$ cat src/hdl/stream_fifo.sv
// synchronous show-ahead fifo with typed payload and free count
`timescale 1ns/1ns
`default_nettype none

module stream_fifo #(
    parameter int  DEPTH     = 16,
    parameter type payload_t = logic [7:0]
) (
    input  wire logic                       clk_i,
    input  wire logic                       reset_ni,

    // write side without back-pressure
    input  wire logic                       wr_en_i,
    input  wire payload_t                   wr_data_i,

    // read side with the head entry held in a register
    input  wire logic                       rd_en_i,
    output payload_t                        rd_data_o,
    output logic                            rd_valid_o,

    // occupancy for admission decisions
    output logic [$clog2(DEPTH + 1) - 1:0]  free_o,
    output logic                            full_o
);

    localparam int PTR_WIDTH = (DEPTH > 1) ? $clog2(DEPTH) : 1;
    localparam int CNT_WIDTH = $clog2(DEPTH + 1);

    payload_t             mem_q [DEPTH];
    logic [PTR_WIDTH-1:0] wr_ptr_q;
    logic [PTR_WIDTH-1:0] rd_ptr_q;

    // entries held in total including the output register
    logic [CNT_WIDTH-1:0] used_q;
    // entries still in the array and not yet in the output register
    logic [CNT_WIDTH-1:0] mem_cnt;

    payload_t             rd_data_q;
    logic                 rd_valid_q;

    logic                 push;
    logic                 pop;
    logic                 load;

    // writes into a full fifo are lost
    assign push = wr_en_i && (used_q != CNT_WIDTH'(DEPTH));
    assign pop  = rd_en_i && rd_valid_q;

    assign mem_cnt = used_q - CNT_WIDTH'(rd_valid_q);

    // refill the head register when it is empty or being popped
    assign load = (mem_cnt != '0) && (!rd_valid_q || pop);

    // array write
    always_ff @(posedge clk_i) begin
        if (push) begin
            mem_q[wr_ptr_q] <= wr_data_i;
        end
    end

    // head register runs one cycle behind the array
    always_ff @(posedge clk_i) begin
        if (load) begin
            rd_data_q <= mem_q[rd_ptr_q];
        end
    end

    always_ff @(posedge clk_i) begin
        if (!reset_ni) begin
            wr_ptr_q   <= '0;
            rd_ptr_q   <= '0;
            used_q     <= '0;
            rd_valid_q <= 1'b0;
        end else begin
            if (push) begin
                wr_ptr_q <= (wr_ptr_q == PTR_WIDTH'(DEPTH - 1)) ? '0 : wr_ptr_q + 1'b1;
            end
            if (load) begin
                rd_ptr_q <= (rd_ptr_q == PTR_WIDTH'(DEPTH - 1)) ? '0 : rd_ptr_q + 1'b1;
            end
            // head stays valid until popped with nothing behind it
            rd_valid_q <= load || (rd_valid_q && !pop);
            if (push && !pop) begin
                used_q <= used_q + 1'b1;
            end else if (pop && !push) begin
                used_q <= used_q - 1'b1;
            end
        end
    end

    assign rd_data_o  = rd_data_q;
    assign rd_valid_o = rd_valid_q;
    assign free_o     = CNT_WIDTH'(DEPTH) - used_q;
    assign full_o     = (used_q == CNT_WIDTH'(DEPTH));

endmodule

`default_nettype wire

$ cat config.mk
export PLATFORM = sky130hd
export DESIGN_NAME = stream_fifo
export DESIGN_NICKNAME = d
export VERILOG_FILES = /design/src/hdl/stream_fifo.sv
export SDC_FILE = /design/constraint.sdc
export NUM_CORES = 1
export LEC_CHECK = 0
export BUFFER_PORTS_ARGS = -buffer_cell sky130_fd_sc_hd__buf_4
export CORE_ASPECT_RATIO = 0.6
export CORE_MARGIN = 2
export CORE_UTILIZATION = 65
export DETAILED_ROUTE_END_ITERATION = 10
export HOLD_SLACK_MARGIN = 0.06
export PLACE_DENSITY = 0.84
export SLEW_MARGIN = 40
export SYNTH_ARGS = -nofsm -noshare
export SYNTH_HDL_FRONTEND = slang
export SYNTH_SLANG_ARGS = --single-unit
export TNS_END_PERCENT = 20
$ cat constraint.sdc
create_clock -name clk_i -period 5.15 [get_ports clk_i]
set_input_delay 0.515 -clock clk_i [delete_from_list [all_inputs] [get_ports clk_i]]
set_output_delay 0.515 -clock clk_i [all_outputs]
set_load 0.01 [all_outputs]
== Word level (Yosys, flattened, before mapping) ==
Memories as Yosys holds them, arrays and structs flattened. A register that Yosys moved wholly into a read port is not among the register bits.
Index checks and enable logic that the tools add are counted.
W data, S select, Z words.
Storage, ports and cells
  register bits after elaboration: 14
  bits in latches: 0
  RAM bits: 128
  memory bits (read-only): 0
  bits of input ports: 12
  word-level logic and storage cells: 34
  memories: 1
Memory list
  mem_q: depth 16, width 8, rd ports 1, clocked after Yosys merged registers in 1, write ports 1, line 29  | payload_t mem_q [DEPTH];
Cells by class
  $add $sub $neg: 6
  multipliers: 0
  div/mod/pow operators: 0
  magnitude comparators: 0
  eq/ne operators: 4
  shifts and indexed selects: 0
  multiplexer cells: 6
  bitwise logic cells: 0
  reductions and logical operators: 13
Operator list (number)
  $mux W5: 2
  $add A4 B1 Y4 const B: 2
  $eq A4 B4 Y1 const B: 2
  $mux W4: 2
  $logic_and A1 B1 Y1: 6
  $add A5 B1 Y5 const B: 1
  $eq A5 B5 Y1 const B: 1
  $ne A5 B5 Y1 const B: 1
  $reduce_bool A5 Y1: 1
  $sub A5 B1 Y5: 1
  $sub A5 B1 Y5 const B: 1
  $sub A5 B5 Y5 const A: 1
  $logic_not A1 Y1: 3
  $logic_or A1 B1 Y1: 2
  $mux W1: 2
  $reduce_bool A2 Y1: 1

== Longest topological paths before layout ==
  word-level depth: 6
  gate-level depth with buffers: 13

== Least setup slack after synthesis ==
No wires, ideal clock.
  kind: register to register
  start: reg used_q[0]
  end: reg used_q[3]
  arrival: 2.714 ns
  required time: 5.088 ns
  setup slack: 2.374 ns
  cell stages (with the launch flop): 14
  period minus slack after synthesis: 2.776 ns
  path through: dfxtp_1 inv_1 ha_1 nor3b_1 ha_1 nor2b_1 buf_2 ha_1 inv_1 ha_1 a21o_1 a21oi_1 or4b_2 nand3_1
Between the ends
  longest elaborated chain between the ends: 5
  elaborated cells between the ends (all ways): 10
  classes of those cells: add/sub (2); eq/ne (1); mux (2); reduce/logical (5)
RTL lines
  from (decl): line 34  | logic [CNT_WIDTH-1:0] used_q;
  from (signal assigned): line 84  | used_q <= used_q + 1'b1;
  from (signal assigned): line 86  | used_q <= used_q - 1'b1;
  $ne A5 B5 Y1 *: line 46  | assign push = wr_en_i && (used_q != CNT_WIDTH'(DEPTH));
  $logic_and A1 B1 Y1 *: line 46
  net push: line 41  | logic push;
  $logic_not A1 Y1: line 85  | end else if (pop && !push) begin
  $logic_and A1 B1 Y1: line 85
  $reduce_bool A2 Y1 (no source line)
Mark *: on every way through the listed nets, which the timed path passes. The rest lies on a longest branch. The select of a mux whose other input is x is not followed.
A chain may end at the register's enable or synchronous reset.

== Worst setup path in the final report ==
  start: reg used_q[0]
  end: reg used_q[3]
Between the ends
  longest elaborated chain between the ends: 5
  elaborated cells between the ends (all ways): 10
  classes of those cells: add/sub (2); eq/ne (1); mux (2); reduce/logical (5)
RTL lines
  parallel branches: the longest is 5 deep, another holds $sub A5 B1 Y5
Parallel ways; which one is timed is not known. The select of a mux whose other input is x is not followed.

==> metrics.yaml <==
sta:
  drv_slew: 0
  skew_ps: 7.51
  relSlewSlack_pct: 41.8
  period_share_pct: 64.8
  final_hold_viol_count: 0
  hold_slack_ps: 435
  tns_ps: 0
  max_freq_mhz: 300
  tightestPinTransition_ps: 870
  setup_viol: 0
  rsz0062_at_grt: "no"
  timing.final.crit_period_ps: 3330
finish:
  area_growth_pct: 15.8
  final_net_count: 386
  layout.cells.non_filler: 503
  n_antenna_cell: 0
  layout.cells.most_common: "edfxtp_1"
  drive_gt1_share_pct: 22.8
  most-common-layout-cells: "edfxtp_1 (136), buf_4 (30), nand2_1 (21), mux4_1 (17), clkbuf_16 (17)"
floorplanning:
  dieArea_sq_mm: 0.0102
  num_rows: 27
  die_h_um: 79.1
  start_util_pct: 66.7
  core-area_sq_mm: 0.00916
  io_pins: 27
  dieWidth_um: 129
drt:
  first_pass_iters: 5
  drt-vias-per-instance: 6.40
  vias: 3218
  route.detailed.drc: 0
  post_drt_wl_per_cell_um: 25.4
  totalWireLength_um: 12800
  ant_nets: 0
  drtIter0Drc: 358
yosys:
  ys_types: 38
  syn-num-nets: 354
  ys_seq_area_share_pct: 71.4
  async_flop_share_pct: 0
  synthFlopType: "edfxtp_1"
  syn_inst: 329
  netlist_area_sq_mm: 0.00611
  yosys_register_bits: 150
  yosys_warnings: 0
  avgSynthCellArea_sq_um: 18.6
  synth-edff-count: 136
critical_path:
  worstSetupEndpointType: "flop"
  cp_max_fo: 10
  critPathArrivalTime_ps: 3700
  critPathRequiredTime_ps: 5510
  crit_path_start_kind: "flop"
  crit_type: "reg2reg"
clock_tree:
  path_clk_slew_ps: 60
  cts.repair.resized: 0
  clkSinkCount: 150
  cts_made_buffers: 17
  htree_levels: 4
  clk_path_buf_depth: 2
  cts_hold_buf: 0
  cts_tree: "built"
  insertion_delay_ps: 420
  post_cts_buffers: 0
  clock-root-buffer: "clkbuf_16"
global_routing:
  grtUsageTotal_pct: 27.8
  grt_max_degree: 38
  grt_pass1_wl_um: 19200
  grt-ovfl-total: 0
  grt_pass1_vias: 3110
  antenna_found_initial: 0
power:
  p_per_area_mw_per_mm2: 532
  leakage_nw: 2.45
  vdd.ir_drop.worst_uv: 472
placement:
  hpwl_um: 7550
  portBuffers: 26
  gp_congestion: 0.872
  dp_cells: 472
run_status:
  status: "finished clean"
job:
  maxCapViolCount: 0
min_path:
  hold_path.class: "in2reg"
## cell usage after synthesis (6+ instances only)
master	instances	area, sq um
a22oi_1	16	120
clkbuf_1	8	30.0
dfxtp_1	14	280
edfxtp_1	136	4080
ha_1	12	150
mux4_1	17	447
mux4_2	15	338
nand2_1	21	78.8
nor2_1	16	60.1
nor2b_1	8	50.1
xnor2_1	6	52.6
## registers in the layout (all words and copies together), names as in the netlist
register    count
rd_data_o       8
wr_ptr_q        4
rd_valid_o      1
rd_ptr_q        4
mem_q         128
used_q          5
## where the power goes
group          leakage (nW)  internal [mW]  switching, mW
clock network         0.315          0.898          0.465
logic                 0.779          0.419          0.464
registers              1.35           1.44         0.0775
total                  2.45           2.76           1.01
## cells by family (layout without fill, tap and decap cells)
logic type	after synthesis	count (layout)	share of synthesized area (%)
adder cells (fa/ha/maj)	13	13	2.78
multiplexers	37	37	13.7
flip-flops	150	150	71.4
AO/OA/AOI/OAI	33	33	3.79
AND/OR/NAND/NOR	68	68	5.55
buffers and inverters	22	66	1.95
XOR/XNOR	6	6	0.860
## cell type report
cell class,count,area [sq um]
Clock inverter,12,208
Fill cell,493,2080
Multi-Input combinational cell,157,1660
Inverter,5,18.8
Timing Repair Buffer,30,225
Sequential cell,150,4370
Clock buffer,19,433
Tap cell,130,163
## path summary, 6_finish.rpt
path,start,end,slack [ps],cells after the start
max,used_q[0],used_q[3],1820,12
min,wr_data_i[3],mem_q[6][3],430,1
max reg2reg,used_q[0],used_q[3],1820,12
min reg2reg,rd_ptr_q[2],rd_ptr_q[2],550,2
## per-layer routing
layer / share of wire (%) / vias up / wire length (um) / GRT usage [%]
met5: 0 / - / 0 / 0
met4: 0.64 / 0 / 82 / 7.17
met3: 11 / 10 / 1340 / 11.9
met2: 46 / 188 / 5890 / 38.8
met1: 43 / 1630 / 5470 / 41.0
li1: - / 1390 / - / -
## through the flow
| step | total power, mW | utilization (%) | worst slack, ps | instance area (sq um) |
|---|---|---|---|---|
| 5_1_grt | 3.91 | 77.3 | 1620 | 7080 |
| 4_1_cts | 3.76 | 77.0 | 1840 | 7050 |
| 3_5_place_dp | 2.40 | 70.0 | 1900 | 6410 |
| 2_1_floorplan | 2.12 | - | 2370 | 6110 |
| 3_3_place_gp | 2.38 | 69.9 | 2020 | 6400 |
| 6_report | 3.76 | 77.3 | 1820 | 7080 |
## worst max-delay path: stages, from the launching register on
cell	delay [ps]
dfxtp_1	480
inv_1	110
ha_1	230
nor3b_1	140
ha_1	220
nor2b_1	530
ha_1	280
inv_1	120
ha_1	290
a21o_1	100
a21oi_1	80
or4b_2	620
nand3_1	80
(Power assumes the default switching activity.)
