===== src/common/grid_pkg.sv =====
// grid constants, metadata field widths and stream beat structs
`default_nettype none

package grid_pkg;

    // NR frame structure
    localparam int SFN_MAX             = 1023;
    localparam int SUBFRAMES_PER_FRAME = 20;
    localparam int SYM_PER_SF          = 14;

    // metadata field widths, derived from the frame structure
    localparam int SFN_WIDTH      = $clog2(SFN_MAX + 1);
    localparam int SUBFRAME_WIDTH = $clog2(SUBFRAMES_PER_FRAME);
    localparam int SYMBOL_WIDTH   = $clog2(SYM_PER_SF);
    localparam int BLK_EXP_WIDTH  = 8;
    localparam int META_WIDTH     = SFN_WIDTH + SUBFRAME_WIDTH + SYMBOL_WIDTH + BLK_EXP_WIDTH;

    // one complex sample, 16 bit I and 16 bit Q
    localparam int IQ_WIDTH = 32;

    // zero bits above the metadata in the header word
    localparam int HDR_PAD_WIDTH = IQ_WIDTH - META_WIDTH;

    // test symbol length limit, admission reserves this much space
    localparam int MAX_SYM_LEN = 64;

    // buffer sizes
    localparam int SAMPLE_FIFO_DEPTH = 256;
    localparam int HEADER_FIFO_DEPTH = 8;
    localparam int SAMP_FREE_WIDTH   = $clog2(SAMPLE_FIFO_DEPTH + 1);

    // field order puts blk_exp in the lsbs and sfn on top,
    // which is the header word layout
    typedef struct packed {
        logic [SFN_WIDTH-1:0]      sfn;
        logic [SUBFRAME_WIDTH-1:0] subframe;
        logic [SYMBOL_WIDTH-1:0]   symbol;
        logic [BLK_EXP_WIDTH-1:0]  blk_exp;
    } grid_meta_t;

    // input beat from the demodulator
    typedef struct packed {
        logic [IQ_WIDTH-1:0] data;
        grid_meta_t          meta;
        logic                first;
        logic                last;
    } grid_in_t;

    // sample fifo entry
    typedef struct packed {
        logic [IQ_WIDTH-1:0] data;
        logic                last;
    } sample_t;

    // beat towards the dma
    typedef struct packed {
        logic [IQ_WIDTH-1:0] data;
        logic                last;
    } out_beat_t;

endpackage

`default_nettype wire

===== src/hdl/symbol_tagger.sv =====
// whole-symbol admission, fifo writes and overflow pulse
`timescale 1ns/1ns
`default_nettype none

module symbol_tagger import grid_pkg::*; (
    input  wire logic                       clk_i,
    input  wire logic                       reset_ni,

    // demodulator stream that cannot stall
    input  wire grid_in_t                   s_in_i,
    input  wire logic                       s_valid_i,

    // fifo fill levels
    input  wire logic [SAMP_FREE_WIDTH-1:0] samp_free_i,
    input  wire logic                       hdr_full_i,

    // sample fifo write
    output logic                            samp_wr_o,
    output sample_t                         samp_data_o,

    // header fifo write with one entry per symbol
    output logic                            hdr_wr_o,
    output grid_meta_t                      hdr_data_o,

    // one pulse per dropped symbol
    output logic                            overflow_o
);

    // current symbol was admitted so its tail beats go to the fifo
    logic admitted_q;
    logic overflow_q;

    logic first_beat;
    logic room;
    logic admit;

    assign first_beat = s_valid_i && s_in_i.first;

    // reserve room for the longest symbol since the length is not known up front
    assign room = (samp_free_i >= SAMP_FREE_WIDTH'(MAX_SYM_LEN)) && !hdr_full_i;

    // decision only on a first beat
    assign admit = first_beat && room;

    // samples go in when the symbol starts admitted or is already admitted;
    // a first beat always decides afresh
    assign samp_wr_o = s_valid_i && (s_in_i.first ? room : admitted_q);

    assign samp_data_o.data = s_in_i.data;
    assign samp_data_o.last = s_in_i.last;

    // header entry goes in together with the first sample
    assign hdr_wr_o   = admit;
    assign hdr_data_o = s_in_i.meta;

    always_ff @(posedge clk_i) begin
        if (!reset_ni) begin
            admitted_q <= 1'b0;
            overflow_q <= 1'b0;
        end else begin
            // single beat symbols never open the admitted state
            if (first_beat) begin
                admitted_q <= room && !s_in_i.last;
            end else if (s_valid_i && s_in_i.last) begin
                admitted_q <= 1'b0;
            end
            // rejected first beat pulses on the following cycle
            overflow_q <= first_beat && !room;
        end
    end

    assign overflow_o = overflow_q;

endmodule

`default_nettype wire


===== config.mk =====
export PLATFORM = sky130hd
export DESIGN_NAME = symbol_tagger
export DESIGN_NICKNAME = d
export VERILOG_FILES = /design/src/common/grid_pkg.sv /design/src/hdl/symbol_tagger.sv
export SDC_FILE = /design/constraint.sdc
export NUM_CORES = 1
export LEC_CHECK = 0
export BUFFER_PORTS_ARGS = -buffer_cell sky130_fd_sc_hd__buf_2
export CORE_MARGIN = 5
export CORE_UTILIZATION = 22
export CTS_BUF_LIST = sky130_fd_sc_hd__clkbuf_16
export CTS_CLUSTER_DIAMETER = 80
export DETAILED_ROUTE_END_ITERATION = 8
export PLACE_DENSITY_LB_ADDON = 0.2
export SYNTH_ARGS = -nofsm -noshare
export SYNTH_HDL_FRONTEND = slang
export SYNTH_SLANG_ARGS = --single-unit

===== constraint.sdc =====
create_clock -name clk_i -period 0.9 [get_ports clk_i]
set_clock_uncertainty 0.15 [all_clocks]
set_input_delay 0.045 -clock clk_i [delete_from_list [all_inputs] [get_ports clk_i]]
set_output_delay 0.045 -clock clk_i [all_outputs]
set_load 0.02 [all_outputs]

Word level (Yosys, flattened, before mapping)
Cells that the tools add are included.
- order comparisons: 1
- multiplexer cells: 3
- reductions and logical operators: 11
- operators by type and width (cell ; count):
    >= comparator 9 x 7 -> 1 bit (second input constant) ; 1
    logical AND 1 bit ; 7
    logical NOT 1 bit ; 3
    2-to-1 mux 1 bit ; 3
    nonzero test 2 bit ; 1
- flip-flop bits (word level): 2
- bits of input ports: 74
- output and inout bits: 63
- word-level logic and storage cells: 17

Depth between registers and ports, before layout
Gate-level depths: netlist of the first run.
- word-level depth: 4
- depth in mapped cells: 3
- depth with buffers taken out: 3

Least setup slack after synthesis of the first run
Ideal clock, no wire load.
- path kind: in2reg
- from: input port s_valid_i
- to: register admitted_q
- library setup time: 0.061 ns
- arrival: 0.616 ns
- data required time: 0.689 ns
- path slack: 0.073 ns
- stages on the path: 3
- buffers on the path: 0
- cell sequence: nand2_1 -> nor3_2 -> a32o_1
- word-level cells in the longest chain between the ends: 2
- elaborated cells between the ends (all ways): 4
- classes of those cells: mux: 1; reduce/logical: 3
- ends and longest elaborated chain (what ; RTL line ; source):
    start: declaration ; symbol_tagger.sv:11 ; input wire logic s_valid_i,
    logical AND 1 bit, on equally long branches ; symbol_tagger.sv:37, symbol_tagger.sv:64 ;
    2-to-1 mux 1 bit or nonzero test 2 bit (tied branches) ; - ;
    end signal: assignment ; symbol_tagger.sv:63 ; admitted_q <= room && !s_in_i.last;
    end: declaration ; symbol_tagger.sv:30 ; logic admitted_q;
Parallel ways exist; a longest one is shown, timed or not.
A chain may end at the register's enable or synchronous reset.

Worst setup path after layout of the first run
- from: register admitted_q
- to: output port samp_wr_o
- word-level cells in the longest chain between the ends: 2
- ends and longest elaborated chain (what ; RTL line ; source):
    2-to-1 mux 1 bit ; symbol_tagger.sv:47 ; assign samp_wr_o = s_valid_i && (s_in_i.first ? room : admitted_q);
    logical AND 1 bit ; symbol_tagger.sv:47 ;
    end: declaration ; symbol_tagger.sv:18 ; output logic samp_wr_o,
No other way between the ends.

==> results of run 1 <==
-- power by group through the flow --
stage / logic (W) / clock network [W] / registers (W)
6_report: 0.000504 / 0.000654 / 0.0000929
5_1_grt: 0.000526 / 0.000685 / 0.0000930
4_1_cts: 0.000477 / 0.000669 / 0.0000930
3_5_place_dp: 0.0000639 / 0 / 0.0000939
3_3_place_gp: 0.0000649 / 0 / 0.0000939
2_1_floorplan: 0.000411 / 0 / 0.0000955
-- sequential cells by signal (all words and copies together) (netlist names) --
signal,flops
admitted_q,1
overflow_o,1
-- metal layers --
layer,wire [um],vias up,share of wire,GRT usage
li1,-,197,-,-
met1,520,187,0.29,0.0716
met2,902,77,0.50,0.119
met3,371,0,0.21,0.0356
met4,0,0,0,0.00929
met5,0,-,0,0
-- cell families after synthesis --
group	after synthesis	synth area share
AO/OA/AOI/OAI	4	0.0588
buffers and inverters	60	0.784
AND/OR/NAND/NOR	6	0.0871
flip-flops	2	0.0697
-- repair_timing --
| item | in CTS | in global routing |
|---|---|---|
| gates resized for setup | 2 | 44 |
| endpoints found under the hold margin | 61 | 1 |
| setup endpoints to repair | 1 | 45 |
| pin swaps | 0 | 0 |
-- cell type report --
type	count	area (um2)
Multi-Input combinational cell	10	83.8
Tap cell	30	37.5
Fill cell	243	1460
Sequential cell	2	40.0
Clock buffer	3	75.1
Timing Repair Buffer	72	777
-- path summary, 6_finish.rpt --
check                                 from  slack (ns)    endpoint  depth (start not counted)
worst min-delay path              reset_ni       -0.03  overflow_o                          2
worst min register to register  admitted_q        0.35  admitted_q                          1
worst max-delay path            admitted_q       -0.24   samp_wr_o                          3
worst max register to register  admitted_q        0.13  admitted_q                          1
-- per-stage QoR --
step,power [W],utilization,instances,TNS (ns)
floorplan,0.000506,-,72,0
global placement,0.000159,0.0894,54,-0.157
detailed placement,0.000158,0.0894,54,-0.201
CTS,0.00124,0.365,117,-0.251
global route,0.00130,0.409,117,-0.268
finish,0.00125,0.409,117,-0.240
-- placed cells by master, fill, tap and decap left out, types with 2 or more instances in the layout --
| master | instances |
|---|---|
| buf_2 | 11 |
| clkbuf_16 | 3 |
| dfxtp_1 | 2 |
| dlygate4sd3_1 | 16 |
| dlymetal6s4s_1 | 44 |
| nor2b_1 | 2 |
==> results.json, run 1 <==
{
  "status": "finished with violations",
  "internal-power_w": 0.000896,
  "tightestPinTransition_ns": 0.253,
  "grt_pass1_vias": 477,
  "antenna_found_initial": 0,
  "p_leak_nw": 0.771,
  "critPathSlowestCell": "dfxtp_1",
  "ys.flop_type": "dfxtp_1",
  "nNetsFinal": 163,
  "cts_hold_buf": 60,
  "setup_slack_ns": -0.240,
  "pwr-share-clk": 0.523,
  "switchingPower_w": 0.000355,
  "relSlewSlack": 0.832,
  "crit_chain": "nor2b_1, o21a_1, buf_6",
  "row_count": 18,
  "period_minus_slack_ns": 1.14,
  "htree_levels": 1,
  "finalCritPeriodShare": 1.27,
  "crit_fanout": 2,
  "violations": "negative hold slack, negative setup slack",
  "first_pass_iters": 2,
  "synth_edf_count": 0,
  "hold_viol_final": 2,
  "ys_warn_count": 0,
  "synth_commonest_cells": "60 x buf_4, 2 x dfxtp_1, 2 x nor2b_1",
  "cts-root-buf": "clkbuf_16",
  "drc": 0,
  "via_per_inst": 3.94,
  "fp.dieH_um": 61.1,
  "synth_area_per_cell_um2": 7.98,
  "routedWlPerCell_um": 15.3,
  "pin_count": 137,
  "clock_path_buffers": 2,
  "wl_um": 1790,
  "synthTopCellsByArea": "buf_4 78%, dfxtp_1 7.0%, nor3_4 2.8%",
  "hp-class": "in2reg",
  "ir_drop_v": 0.00222,
  "cap_viol_max_count": 0,
  "seq_area_frac_synth": 0.0697,
  "grt_pass1_wl_um": 1860,
  "power_frac_seq": 0.074,
  "synth_cells": 72,
  "via_count": 461,
  "arrival_ns": 0.94,
  "cts_buffers": 3,
  "worstSetupPathType": "reg2out",
  "finalSetupViolations": 1,
  "switching_share": 0.284,
  "grt_max_degree": 6,
  "start_kind": "flop",
  "synthArstFlopShare": 0,
  "synth_top_area_share": 0.784,
  "first_iter_violations": 3,
  "power_density_nw_per_um2": 1230,
  "yosysMostFrequentCell": "buf_4",
  "die_x_um": 61.1,
  "place_ws_ns": -0.134,
  "slew_violations": 0,
  "cts_sinks": 2,
  "syn_area_um2": 574,
  "die-area_um2": 3730,
  "synth_top_area_cell": "buf_4",
  "grt_use_total": 0.0670,
  "insertion_delay_ns": 0.21,
  "critPathMaxStageDelay_ns": 0.30,
  "coreArea_um2": 2480,
  "gp_congestion": 0.627,
  "cts_tree": "done",
  "grt_overflow": 0,
  "end_kind": "output pin",
  "rsz0062_at_grt": "yes",
  "ant_nets": 0,
  "diodes": 0,
  "drive_gt1_frac": 0.195,
  "synth_fp_nets": 146,
  "fmax_mhz": 877,
  "synth.distinct_cells": 11,
  "crit_family": "flip-flops",
  "postCtsSetupRepairBufs": 0,
  "crit_buf_inv": 1,
  "timing.hold.ws_ns": -0.0270,
  "finalInstanceArea_um2": 1010,
  "area.growth.synth_to_final_pct": 76.5,
  "clkTransAtPathRegs_ns": 0.03,
  "pwr-share-comb": 0.403,
  "critPathRequiredTime_ns": 0.70,
  "placed_area_um2": 221,
  "io_buffers": 12,
  "initial_core_util": 0.232,
  "synth-seq-cells": 2
}
No activity file was read; power rests on OpenSTA's default activity.
==> run 2, diff against run 1 <==
--- a/config.mk
+++ b/config.mk
@@ -12,6 +12,7 @@
 export CTS_CLUSTER_DIAMETER = 80
 export DETAILED_ROUTE_END_ITERATION = 8
 export PLACE_DENSITY_LB_ADDON = 0.2
+export SKIP_CTS_REPAIR_TIMING = 1
 export SYNTH_ARGS = -nofsm -noshare
 export SYNTH_HDL_FRONTEND = slang
 export SYNTH_SLANG_ARGS = --single-unit
==> run 2 against run 1 <==
  * The flow still finishes with violations (negative hold slack, negative setup slack)
  * Non-clock buffer count is the same
  * Worst hold slack improved by 0.0010 ns
  * Core utilization decreased by 4.4 points
  * Sequential power about the same
  * Combinational power down 6.2%
  * Routed wire length is 5.5% lower
  * Critical path type unchanged
  * Largest power group unchanged
==> results.json, run 2 (synthesized netlist as in run 1, its figures left out) <==
{
  "drive_gt1_frac": 0.195,
  "clock_path_buffers": 2,
  "p_leak_nw": 0.380,
  "grt_pass1_wl_um": 1050,
  "first_iter_violations": 2,
  "rsz0062_at_grt": "yes",
  "arrival_ns": 0.94,
  "relSlewSlack": 0.845,
  "cts_tree": "done",
  "routedWlPerCell_um": 14.5,
  "end_kind": "output pin",
  "coreArea_um2": 2480,
  "ir_drop_v": 0.00221,
  "nNetsFinal": 163,
  "cp.depth": 3,
  "die-area_um2": 3730,
  "finalCritPeriodShare": 1.27,
  "insertion_delay_ns": 0.21,
  "grt_pass1_vias": 237,
  "via_per_inst": 3.93,
  "placed_area_um2": 221,
  "violations": "negative hold slack, negative setup slack",
  "status": "finished with violations",
  "crit_fanout": 2,
  "cts-root-buf": "clkbuf_16",
  "hold_viol_final": 2,
  "power_density_nw_per_um2": 1350,
  "r2r_cells": 1,
  "htree_levels": 1,
  "io_buffers": 12,
  "initial_core_util": 0.232,
  "area.growth.synth_to_final_pct": 57.3,
  "dp_cells": 54,
  "die_x_um": 61.1,
  "fp.dieH_um": 61.1,
  "tns_ns": -0.242,
  "grt_use_total": 0.0416,
  "drc": 0,
  "grt_max_degree": 6,
  "period_minus_slack_ns": 1.14,
  "first_pass_iters": 2,
  "final_common_cell": "dlygate4sd3_1",
  "crit_family": "flip-flops",
  "start_kind": "flop",
  "cap_viol_max_count": 0,
  "cts_sinks": 2,
  "grt_overflow": 0,
  "crit_buf_inv": 1,
  "row_count": 18,
  "fmax_mhz": 877,
  "finalSetupViolations": 2,
  "final_cells": 117,
  "diodes": 0,
  "antenna_found_initial": 0,
  "critPathRequiredTime_ns": 0.70,
  "tightestPinTransition_ns": 0.232,
  "worstSetupPathType": "reg2out",
  "critPathSlowestCell": "dfxtp_1",
  "slew_violations": 0,
  "gp_congestion": 0.627,
  "layout_common_cells": "60 x dlygate4sd3_1, 11 x buf_2, 3 x clkbuf_16",
  "clkTransAtPathRegs_ns": 0.03,
  "finalInstanceArea_um2": 903,
  "grtUsageMet3": 0.0524,
  "via_count": 460,
  "hp-class": "in2reg",
  "ant_nets": 0,
  "cts_buffers": 3,
  "crit_chain": "nor2b_1, o21a_1, buf_6",
  "pin_count": 137,
  "timing.hold.ws_ns": -0.0260,
  "critPathMaxStageDelay_ns": 0.30,
  "hold_depth": 2,
  "busiest_layer": "met4",
  "grt_util_met2": 0.0242,
  "wl_um": 1700,
  "grt_use_met1": 0.0389,
  "setup_slack_ns": -0.240
}
[run 2: layout make-up]
cell class              count  area [um2]
clock buffers               3        75.1
fillers                   253        1570
multi-input cells          10        83.8
flip-flops and latches      2        40.0
well taps                  30        37.5
repair buffers             72         667
[run 2: final timing paths]
| check | from | to | slack [ns] |
|---|---|---|---|
| worst max-delay path | admitted_q | samp_wr_o | -0.24 |
| worst min-delay path | reset_ni | overflow_o | -0.03 |
| worst max register to register | admitted_q | admitted_q | 0.12 |
| worst min register to register | admitted_q | admitted_q | 0.36 |
[run 2: metal layers]
layer | vias to the layer above | part of all wire
met1 | 186 | 0.28
met2 | 77 | 0.47
met3 | 0 | 0.25
li1 | 197 | -
met5 | - | 0
met4 | 0 | 0
[run 2: power by group]
| part | total, W | switching, W | internal [W] |
|---|---|---|---|
| Sequential | 0.0000930 | 0.000000999 | 0.0000920 |
| Combinational | 0.000473 | 0.000263 | 0.000210 |
| Clock | 0.000654 | 0.0000899 | 0.000564 |
| Total | 0.00122 | 0.000354 | 0.000866 |
[run 2: stage by stage]
stage | hold slack [ns] | power, W | util | setup slack (ns)
floorplan | -0.00511 | 0.000506 | - | 0.0725
global placement | -0.0599 | 0.000159 | 0.0894 | -0.106
detailed placement | -0.0599 | 0.000158 | 0.0894 | -0.134
CTS | -0.0599 | 0.000826 | 0.120 | -0.261
global route | -0.00859 | 0.00127 | 0.365 | -0.268
finish | -0.0260 | 0.00122 | 0.365 | -0.240
