===== src/common/grid_pkg.sv =====
// grid constants, metadata field widths and stream beat structs
`default_nettype none

package grid_pkg;

    // NR frame structure
    localparam int SFN_MAX             = 1023;
    localparam int SUBFRAMES_PER_FRAME = 20;
    localparam int SYM_PER_SF          = 14;

    // metadata field widths, derived from the frame structure
    localparam int SFN_WIDTH      = $clog2(SFN_MAX + 1);
    localparam int SUBFRAME_WIDTH = $clog2(SUBFRAMES_PER_FRAME);
    localparam int SYMBOL_WIDTH   = $clog2(SYM_PER_SF);
    localparam int BLK_EXP_WIDTH  = 8;
    localparam int META_WIDTH     = SFN_WIDTH + SUBFRAME_WIDTH + SYMBOL_WIDTH + BLK_EXP_WIDTH;

    // one complex sample, 16 bit I and 16 bit Q
    localparam int IQ_WIDTH = 32;

    // zero bits above the metadata in the header word
    localparam int HDR_PAD_WIDTH = IQ_WIDTH - META_WIDTH;

    // test symbol length limit, admission reserves this much space
    localparam int MAX_SYM_LEN = 64;

    // buffer sizes
    localparam int SAMPLE_FIFO_DEPTH = 256;
    localparam int HEADER_FIFO_DEPTH = 8;
    localparam int SAMP_FREE_WIDTH   = $clog2(SAMPLE_FIFO_DEPTH + 1);

    // field order puts blk_exp in the lsbs and sfn on top,
    // which is the header word layout
    typedef struct packed {
        logic [SFN_WIDTH-1:0]      sfn;
        logic [SUBFRAME_WIDTH-1:0] subframe;
        logic [SYMBOL_WIDTH-1:0]   symbol;
        logic [BLK_EXP_WIDTH-1:0]  blk_exp;
    } grid_meta_t;

    // input beat from the demodulator
    typedef struct packed {
        logic [IQ_WIDTH-1:0] data;
        grid_meta_t          meta;
        logic                first;
        logic                last;
    } grid_in_t;

    // sample fifo entry
    typedef struct packed {
        logic [IQ_WIDTH-1:0] data;
        logic                last;
    } sample_t;

    // beat towards the dma
    typedef struct packed {
        logic [IQ_WIDTH-1:0] data;
        logic                last;
    } out_beat_t;

endpackage

`default_nettype wire

===== src/hdl/symbol_framer.sv =====
// header plus sample packet builder and subframe interrupt
`timescale 1ns/1ns
`default_nettype none

module symbol_framer import grid_pkg::*; (
    input  wire logic       clk_i,
    input  wire logic       reset_ni,

    // header fifo read side
    input  wire grid_meta_t hdr_i,
    input  wire logic       hdr_valid_i,
    output logic            hdr_pop_o,

    // sample fifo read side
    input  wire sample_t    samp_i,
    input  wire logic       samp_valid_i,
    output logic            samp_pop_o,

    // dma stream
    output out_beat_t       m_out_o,
    output logic            m_valid_o,
    input  wire logic       m_ready_i,

    // end of subframe
    output logic            int_o
);

    typedef enum logic [1:0] {
        IDLE,
        HEADER,
        SAMPLES
    } state_t;

    state_t    state_q;

    // registered output beat
    out_beat_t out_q;
    logic      valid_q;

    // packet in flight carries the last symbol of its subframe
    logic      last_sym_q;
    logic      int_q;

    logic      out_free;
    logic      beat_done;
    out_beat_t hdr_beat;

    // output register can take a new beat this cycle
    assign out_free  = !valid_q || m_ready_i;
    assign beat_done = valid_q && m_ready_i;

    // a new packet starts only from idle
    assign hdr_pop_o  = (state_q == IDLE) && hdr_valid_i && out_free;
    // samples follow once the header is in the output register
    assign samp_pop_o = (state_q != IDLE) && samp_valid_i && out_free;

    // header word is the metadata zero extended to the sample width
    assign hdr_beat.data = {HDR_PAD_WIDTH'(0), hdr_i};
    assign hdr_beat.last = 1'b0;

    // output beat payload
    always_ff @(posedge clk_i) begin
        if (hdr_pop_o) begin
            out_q <= hdr_beat;
        end else if (samp_pop_o) begin
            out_q.data <= samp_i.data;
            out_q.last <= samp_i.last;
        end
    end

    always_ff @(posedge clk_i) begin
        if (!reset_ni) begin
            state_q    <= IDLE;
            valid_q    <= 1'b0;
            last_sym_q <= 1'b0;
            int_q      <= 1'b0;
        end else begin
            // interrupt one cycle after the last beat of symbol 13 leaves
            int_q <= beat_done && out_q.last && last_sym_q;

            // hold while stalled and drop valid once the beat has gone
            if (hdr_pop_o || samp_pop_o) begin
                valid_q <= 1'b1;
            end else if (m_ready_i) begin
                valid_q <= 1'b0;
            end

            case (state_q)
                IDLE: begin
                    if (hdr_pop_o) begin
                        state_q    <= HEADER;
                        last_sym_q <= (hdr_i.symbol == SYMBOL_WIDTH'(SYM_PER_SF - 1));
                    end
                end
                // header waits in the output register or samples stream on
                // and both forward samples until last
                HEADER, SAMPLES: begin
                    if (samp_pop_o) begin
                        state_q <= samp_i.last ? IDLE : SAMPLES;
                    end
                end
                default: begin
                    state_q <= IDLE;
                end
            endcase
        end
    end

    assign m_out_o   = out_q;
    assign m_valid_o = valid_q;
    assign int_o     = int_q;

endmodule

`default_nettype wire


===== config.mk =====
export PLATFORM = sky130hd
export DESIGN_NAME = symbol_framer
export DESIGN_NICKNAME = d
export VERILOG_FILES = /design/src/common/grid_pkg.sv /design/src/hdl/symbol_framer.sv
export SDC_FILE = /design/constraint.sdc
export NUM_CORES = 1
export LEC_CHECK = 0
export BUFFER_PORTS_ARGS = -buffer_cell sky130_fd_sc_hd__buf_2
export CELL_PAD_IN_SITES_DETAIL_PLACEMENT = 0
export CELL_PAD_IN_SITES_GLOBAL_PLACEMENT = 2
export CORE_ASPECT_RATIO = 0.8
export CORE_MARGIN = 2
export CORE_UTILIZATION = 27
export CTS_CLUSTER_SIZE = 30
export DETAILED_ROUTE_END_ITERATION = 12
export PLACE_DENSITY_LB_ADDON = 0.1
export SYNTH_ARGS = -nofsm -noshare
export SYNTH_HDL_FRONTEND = slang
export SYNTH_SLANG_ARGS = --single-unit
export TNS_END_PERCENT = 100

===== constraint.sdc =====
create_clock -name clk_i -period 6.8 [get_ports clk_i]
set_input_delay 0.68 -clock clk_i [delete_from_list [all_inputs] [get_ports clk_i]]
set_output_delay 0.68 -clock clk_i [all_outputs]
set_load 0.01 [all_outputs]

* Yosys cells after proc, flatten, opt, wreduce, memory -nomap -nowiden
Index checks and enable logic that the tools add are counted.
Word-level totals: bits in registers 38, latch bits 0, bits in writable memories 0, ROM bits 0, bits of input ports 65, output and inout port bits 37, memories 0
Operators by class: add/sub/neg operators 0, multiply operators 0, divide/modulo/power cells 0, order comparisons 0, equal/unequal tests 5, shift operators 0, mux-type cells 8, bitwise operators 0, reduce and logical (&&, ||, !) cells 17
Operators with widths (count):
- two-way mux 28 bit | 2
- logical AND 1 bit | 7
- two-way mux 2 bit | 3
- nonzero test 2 bit | 3
- equality test 4 bit (second input constant) | 1
- != test 2 bit (second input constant) | 2
- one-hot mux 2 bit (2 select lines) | 1
- AND reduction 2 bit | 2
- equality test 2 x 1 -> 1 bit (second input constant) | 1
- equality test 2 bit (second input constant) | 1
- logical NOT 2 bit | 1
- logical OR 1 bit | 2
- two-way mux 1 bit | 2
- OR reduction 2 bit | 1
- logical NOT 1 bit | 1

* Depth between registers and ports, before layout
Gate-level depths: netlist (run 1).
depth in word-level cells 5, mapped depth 7, gate-level depth less buffers 5

* Worst setup path after synthesis (run 1)
No wires, ideal clock.
kind register to register, from reg state_q[0], to reg out_q (netlist bit m_out_o[10]), enable pin, data arrival time 2.254 ns, required time 6.380 ns, slack 4.126 ns, cell stages (with the launch flop) 6, path buffers 1, clock period less this slack 2.674 ns, path through dfxtp_1 > inv_1 > ha_1 > nand2b_1 > buf_4 > a21oi_1
Between the ends: word-level cells in the longest chain between the ends 4
RTL lines:
- start: declaration | RTL line symbol_framer.sv:34 | state_t state_q;
- start signal: assignment | RTL line symbol_framer.sv:99 | state_q <= samp_i.last ? IDLE : SAMPLES;
- logical NOT 2 bit / nonzero test 2 bit (equally long branches) | RTL line symbol_framer.sv:53, symbol_framer.sv:55
- logical AND 1 bit, on equally long branches (2 in a row) | RTL line symbol_framer.sv:53, symbol_framer.sv:55
- nonzero test 2 bit (no line) (*)
- end signal: assignment | RTL line symbol_framer.sv:64 | out_q <= hdr_beat;
- end: declaration | RTL line symbol_framer.sv:37 | out_beat_t out_q;
Mark *: on every way between the ends. The rest lies on a longest branch, timed or not. A chain may end at the register's enable or synchronous reset.

* Worst setup path after layout (run 1)
from reg state_q[0], to out samp_pop_o
Between the ends: word-level cells in the longest chain between the ends 3
RTL lines:
- nonzero test 2 bit | RTL line symbol_framer.sv:55 | assign samp_pop_o = (state_q != IDLE) && samp_valid_i && out_free;
- logical AND 1 bit (2 in a row) | RTL line symbol_framer.sv:55
- end: declaration | RTL line symbol_framer.sv:17 | output logic samp_pop_o,
No other way between the ends.

==> flow_summary_export.csv, run 1 <==
group,metric,value,unit
status,outcome,"complete, no violations",
synthesis,ys_seq_area_frac,0.636,
synthesis,synth_edf_count,27,
final_layout,most_common_library_cell_in_the_layout_ignoring_fill_and_taps,"sky130_fd_sc_hd__buf_2",
die,standard_cell_row_count,25,
final_layout,n_antenna_cell,0,
worst_setup_path,setup.worst_path.start_class,"flop",
cts,ctsHoldBuffers,0,
sta,finalCriticalPeriod,2.64,ns
place,placed_cell_area,2190,sq um
power_and_ir_drop,power.density,271,nW/um^2
worst_setup_path,endpoint_kind,"output pin",
grt,grt_use_total,0.126,
die,dieArea,6650,sq um
synthesis,yosys.cell_types.count,28,
cts,cts.path.max_buffers,2,
cts,clock_latency,0.28,ns
detailed_routing,met3_wirelength,429,um
sta,worst_hold_slack,0.457,ns
worst_setup_path,crit_arrival,1.96,ns
grt,initial_antenna_violation_count,0,
worst_setup_path,crit_required,6.12,ns
sta,max_slew.worst_pin.slew,0.603,ns
sta,setup_viol,0,
detailed_routing,post_drt_via_cell_ratio,4.64,
grt,global_route_wire_length_before_repair,6.48,mm
place,gp_routability_congestion,0.773,
worst_setup_path,worstSetupPathType,"flop to output pin",
final_layout,areaGrowthSynthToFinish,39.7,%
cts,clk_pin_slew_worst_paths,0.06,ns
synthesis,ys_seq_elements,38,
final_layout,nFillCells,589,
cts,cts-buffers-inserted,5,
die,die_wd,90.6,um
die,initial_core_util,0.277,
grt,gr-total-overflow,0,
cts,post_cts_resize_count,0,
sta,worst_slew_margin_rel,0.597,
worst_setup_path,crit_path_max_fanout,28,
power_and_ir_drop,irDropWorstVdd,75.6,uV
sta,slew_viol_final,0,
synthesis,ys_warns,0,
detailed_routing,initial_drt_markers,35,
final_layout,final_net_count,289,
detailed_routing,route.final.wire_length,4.26,mm
sta,hold_violations,0,
worst_hold_path,hold_class,"flop to flop",
final_layout,final_util,0.387,
sta,achievable_clock_frequency,0.379,GHz
detailed_routing,drt.antenna.violating_nets,0,
die,floorplan.core_area,5850,sq um
detailed_routing,routed_met2_length,1.99,mm
sta,post-route-period-util,0.388,
synthesis,synth-async-reset-ratio,0,
cts,ctsHtreeMaxLevel,2,
power_and_ir_drop,p_leak,1.03,nW
cts,post-cts-setup-buffers,0,
detailed_routing,vias,1407,
synthesis,synth-main-ff-cell,"sky130_fd_sc_hd__edfxtp_1",
synthesis,syn-cell-area,1620,sq um
final_layout,most-common-layout-cells,"sky130_fd_sc_hd__buf_2 (101), sky130_fd_sc_hd__a22o_1 (27), sky130_fd_sc_hd__edfxtp_1 (27)",
grt,grt_max_degree,34,
synthesis,synth_fp_nets,188,
place,dp_hpwl,3.13,mm
run,max-cap-violations,0,
detailed_routing,total_routed_wire_length_on_the_met1_layer,1.80,mm
final_layout,layoutNonFillerInstCount,303,
synthesis,syn-instance-count,121,
sta,fin_worst_skew,0.00515,ns
final_layout,drive_above_1_share,0.505,
final_layout,design_area,2270,sq um
place,buffer_ports.inserted,101,
cts,cts-root-buf,"sky130_fd_sc_hd__clkbuf_8",
sta,fin_tns_setup,0,ns
detailed_routing,drt_pass_1_iters,4,
grt,first_global_vias,1351,
detailed_routing,drc,0,
die,io_pins,102,
synthesis,synth_area_per_cell,13.4,sq um
detailed_routing,wire_per_inst,14.0,um
cts,cts_tree,"yes",
place,placed_cells,296,
sta,rsz0062_at_grt,"no",
cts,cts.sinks,38,
detailed_routing,top_layer,"met4",
die,dieHeight,73.3,um
[cells in the mapped netlist, types with 2 or more instances]
library cell / instances / area share
sky130_fd_sc_hd__a22o_1: 27 / 0.15
sky130_fd_sc_hd__edfxtp_1: 27 / 0.50
sky130_fd_sc_hd__dfxtp_1: 11 / 0.14
sky130_fd_sc_hd__a21oi_1: 9 / 0.028
sky130_fd_sc_hd__o21ai_0: 9 / 0.028
sky130_fd_sc_hd__nand3_1: 6 / 0.019
sky130_fd_sc_hd__buf_2: 4 / 0.012
sky130_fd_sc_hd__buf_4: 3 / 0.014
sky130_fd_sc_hd__inv_1: 3 / 0.0069
sky130_fd_sc_hd__ha_1: 2 / 0.015
sky130_fd_sc_hd__nand2b_1: 2 / 0.0077
sky130_fd_sc_hd__nor2b_1: 2 / 0.0077
[metrics by stage]
step / worst slack [ns] / power, W
after global placement: 4.48 / 0.000476
after CTS: 4.15 / 0.000624
after detailed placement: 4.45 / 0.000479
after global routing: 4.03 / 0.000649
final: 4.16 / 0.000613
after floorplan: 4.13 / 0.000408
[worst max-delay path, stage by stage (launching register included)]
cell	delay [ns]
sky130_fd_sc_hd__dfxtp_1	0.36
sky130_fd_sc_hd__inv_1	0.06
sky130_fd_sc_hd__ha_1	0.25
sky130_fd_sc_hd__nand2b_1	0.37
sky130_fd_sc_hd__nor2_8	0.42
sky130_fd_sc_hd__buf_2	0.21
[where the power goes]
group,switching (W),internal (W)
Clock,0.0000713,0.0000706
Sequential,0.0000112,0.000298
Combinational,0.0000928,0.0000688
Total,0.000175,0.000438
[cell families (layout without fill, tap and decap cells)]
kind of cell / Yosys count / count (layout) / share of synthesized area
flops: 38 / 38 / 0.636
simple gates: 20 / 20 / 0.0856
buf+inv: 12 / 113 / 0.0424
compound gates: 48 / 48 / 0.215
mux: 1 / 1 / 0.00617
fa+ha+maj: 2 / 2 / 0.0154
[final cells by class]
class,count,area (sq um),area share
flip-flops and latches,38,1030,0.455
multi-input cells,71,526,0.232
repair buffers,103,520,0.230
well taps,81,101,0.0447
clock buffers,7,76.3,0.0337
inverters,3,11.3,0.00497
[registers in the layout, summed over array words and instances (netlist names)]
name / cells
state_q: 2
m_out_o: 33
m_valid_o: 1
int_o: 1
last_sym_q: 1
[per-layer routing]
metal	up-vias	global-route usage
met4	0	0.0462
li1	677	-
met3	5	0.0554
met2	68	0.201
met5	-	0
met1	657	0.153
[final timing paths]
path                   start         end  slack (ns)  cells after the start
setup / recovery  state_q[0]  samp_pop_o        4.16                      5
hold / removal    last_sym_q       int_o        0.46                      2
setup reg to reg  state_q[0]  m_out_o[3]        4.87                      5
hold reg to reg   last_sym_q       int_o        0.46                      2
(Power assumes the default switching activity.)
==> inputs of run 2 (changes only) <==
Settings changed: CORE_UTILIZATION 27 to 25.
Clock period 6.8 ns to 2.7 ns, I/O delays scaled along.
==> flow_summary_export.csv, run 2 (synthesis results as in run 1) <==
group,metric,value,unit
detailed_routing,wire_per_inst,13.4,um
sta,max_slew.worst_pin.slew,0.521,ns
power_and_ir_drop,power.density,678,nW/um^2
final_layout,largest_register_ffs,33,
place,dp_hpwl,3.18,mm
cts,clock_latency,0.28,ns
final_layout,design_area,2280,sq um
cts,cts.sinks,38,
grt,grt_max_degree,29,
sta,finalCriticalPeriod,2.20,ns
detailed_routing,vias,1349,
die,die_wd,94.0,um
sta,worst_slew_margin_rel,0.652,
cts,cts-root-buf,"sky130_fd_sc_hd__clkbuf_8",
power_and_ir_drop,p_leak,1.04,nW
detailed_routing,drt.antenna.violating_nets,0,
final_layout,final_util,0.360,
sta,slew_viol_final,0,
sta,worst_hold_slack,0.228,ns
detailed_routing,drc,0,
grt,grt_use_total,0.116,
final_layout,drive_above_1_share,0.509,
worst_setup_path,rr_worst_depth,5,
final_layout,layoutNonFillerInstCount,308,
place,buffer_ports.inserted,101,
worst_hold_path,hold_class,"primary input to flop",
place,gp_routability_congestion,0.698,
cts,ctsHoldBuffers,0,
final_layout,final_net_count,290,
die,standard_cell_row_count,26,
cts,ctsHtreeMaxLevel,2,
worst_setup_path,regToRegStartpoint,"state_q[0]",
detailed_routing,drt_pass_1_iters,4,
detailed_routing,top_layer,"met4",
grt,initial_antenna_violation_count,0,
worst_setup_path,crit_arrival,1.93,ns
sta,hold_violations,0,
cts,post_cts_resize_count,0,
sta,achievable_clock_frequency,0.454,GHz
run,max-cap-violations,0,
die,initial_core_util,0.256,
power_and_ir_drop,irDropWorstVdd,218,uV
sta,fin_tns_setup,0,ns
grt,global_route_wire_length_before_repair,6.37,mm
detailed_routing,total_routed_wire_length_on_the_met1_layer,1.77,mm
cts,cts.path.max_buffers,2,
detailed_routing,initial_drt_markers,30,
worst_hold_path,min_path_cells,2,
detailed_routing,routed_met2_length,1.99,mm
sta,fin_worst_skew,0.00450,ns
detailed_routing,met3_wirelength,353,um
die,dieHeight,76.0,um
sta,setup_viol,0,
detailed_routing,post_drt_via_cell_ratio,4.38,
sta,post-route-period-util,0.815,
detailed_routing,route.final.wire_length,4.14,mm
status,outcome,"complete, no violations",
die,floorplan.core_area,6340,sq um
worst_setup_path,setup.worst_path.start_class,"flop",
final_layout,areaGrowthSynthToFinish,40.7,%
final_layout,most-common-layout-cells,"sky130_fd_sc_hd__buf_2 (101), sky130_fd_sc_hd__a22o_1 (27), sky130_fd_sc_hd__edfxtp_1 (27)",
worst_setup_path,crit_path_max_fanout,28,
sta,rsz0062_at_grt,"no",
die,io_pins,102,
grt,gr-total-overflow,0,
worst_setup_path,worstSetupPathType,"flop to output pin",
worst_setup_path,crit_required,2.43,ns
cts,post-cts-setup-buffers,0,
worst_setup_path,endpoint_kind,"output pin",
cts,cts-buffers-inserted,5,
final_layout,most_common_library_cell_in_the_layout_ignoring_fill_and_taps,"sky130_fd_sc_hd__buf_2",
worst_setup_path,ff2ff_setup_slack,0.78,ns
cts,cts_tree,"yes",
final_layout,n_antenna_cell,0,
place,placed_cell_area,2200,sq um
worst_setup_path,timing.critical_path.from,"state_q[0]",
die,dieArea,7150,sq um
place,placed_cells,300,
cts,clk_pin_slew_worst_paths,0.07,ns
grt,first_global_vias,1327,
worst_hold_path,min_to,"state_q[0]",
worst_setup_path,reg2reg_to,"m_out_o[24]",
worst_hold_path,holdCritStartpoint,"reset_ni",
==> run 2: layer usage <==
metal  track usage  vias up
li1              -      679
met1         0.140      617
met2         0.188       51
met3        0.0485        2
met4        0.0391        0
met5             0        -
==> run 2: how the worst max path moves through the flow <==
stage                             end  slack (ns)
after floorplan           m_out_o[10]        0.03
after global placement     samp_pop_o        0.85
after detailed placement   samp_pop_o        0.76
after CTS                  samp_pop_o        0.44
after global routing       samp_pop_o        0.29
final                      samp_pop_o        0.50
==> run 2: area by class of cell <==
class | instances | area [sq um]
clock buffer | 6 | 72.6
timing repair buffer | 104 | 528
inverter | 3 | 11.3
tap | 84 | 105
multi-input combinational | 71 | 526
fill | 664 | 4060
clock inverter | 2 | 8.76
sequential | 38 | 1030
==> run 2: power by group <==
group	leakage (nW)	switching [W]	internal, W
combinational	0.638	0.000231	0.000176
sequential	0.359	0.0000291	0.000752
clock	0.0426	0.000182	0.000177
total	1.04	0.000442	0.00111
==> run 2: worst max-delay path, cell delays in order (launching register included) <==
cell and delay [ns]:
sky130_fd_sc_hd__dfxtp_1 0.36, sky130_fd_sc_hd__inv_1 0.06, sky130_fd_sc_hd__ha_1 0.25, sky130_fd_sc_hd__nand2b_1 0.36, sky130_fd_sc_hd__nor2_8 0.42, sky130_fd_sc_hd__buf_2 0.21
==> run 2: per-stage QoR <==
stage / power (W) / setup slack (ns)
2_1_floorplan: 0.00103 / 0.0263
3_3_place_gp: 0.00120 / 0.847
3_5_place_dp: 0.00121 / 0.758
4_1_cts: 0.00158 / 0.436
5_1_grt: 0.00166 / 0.294
6_report: 0.00155 / 0.499
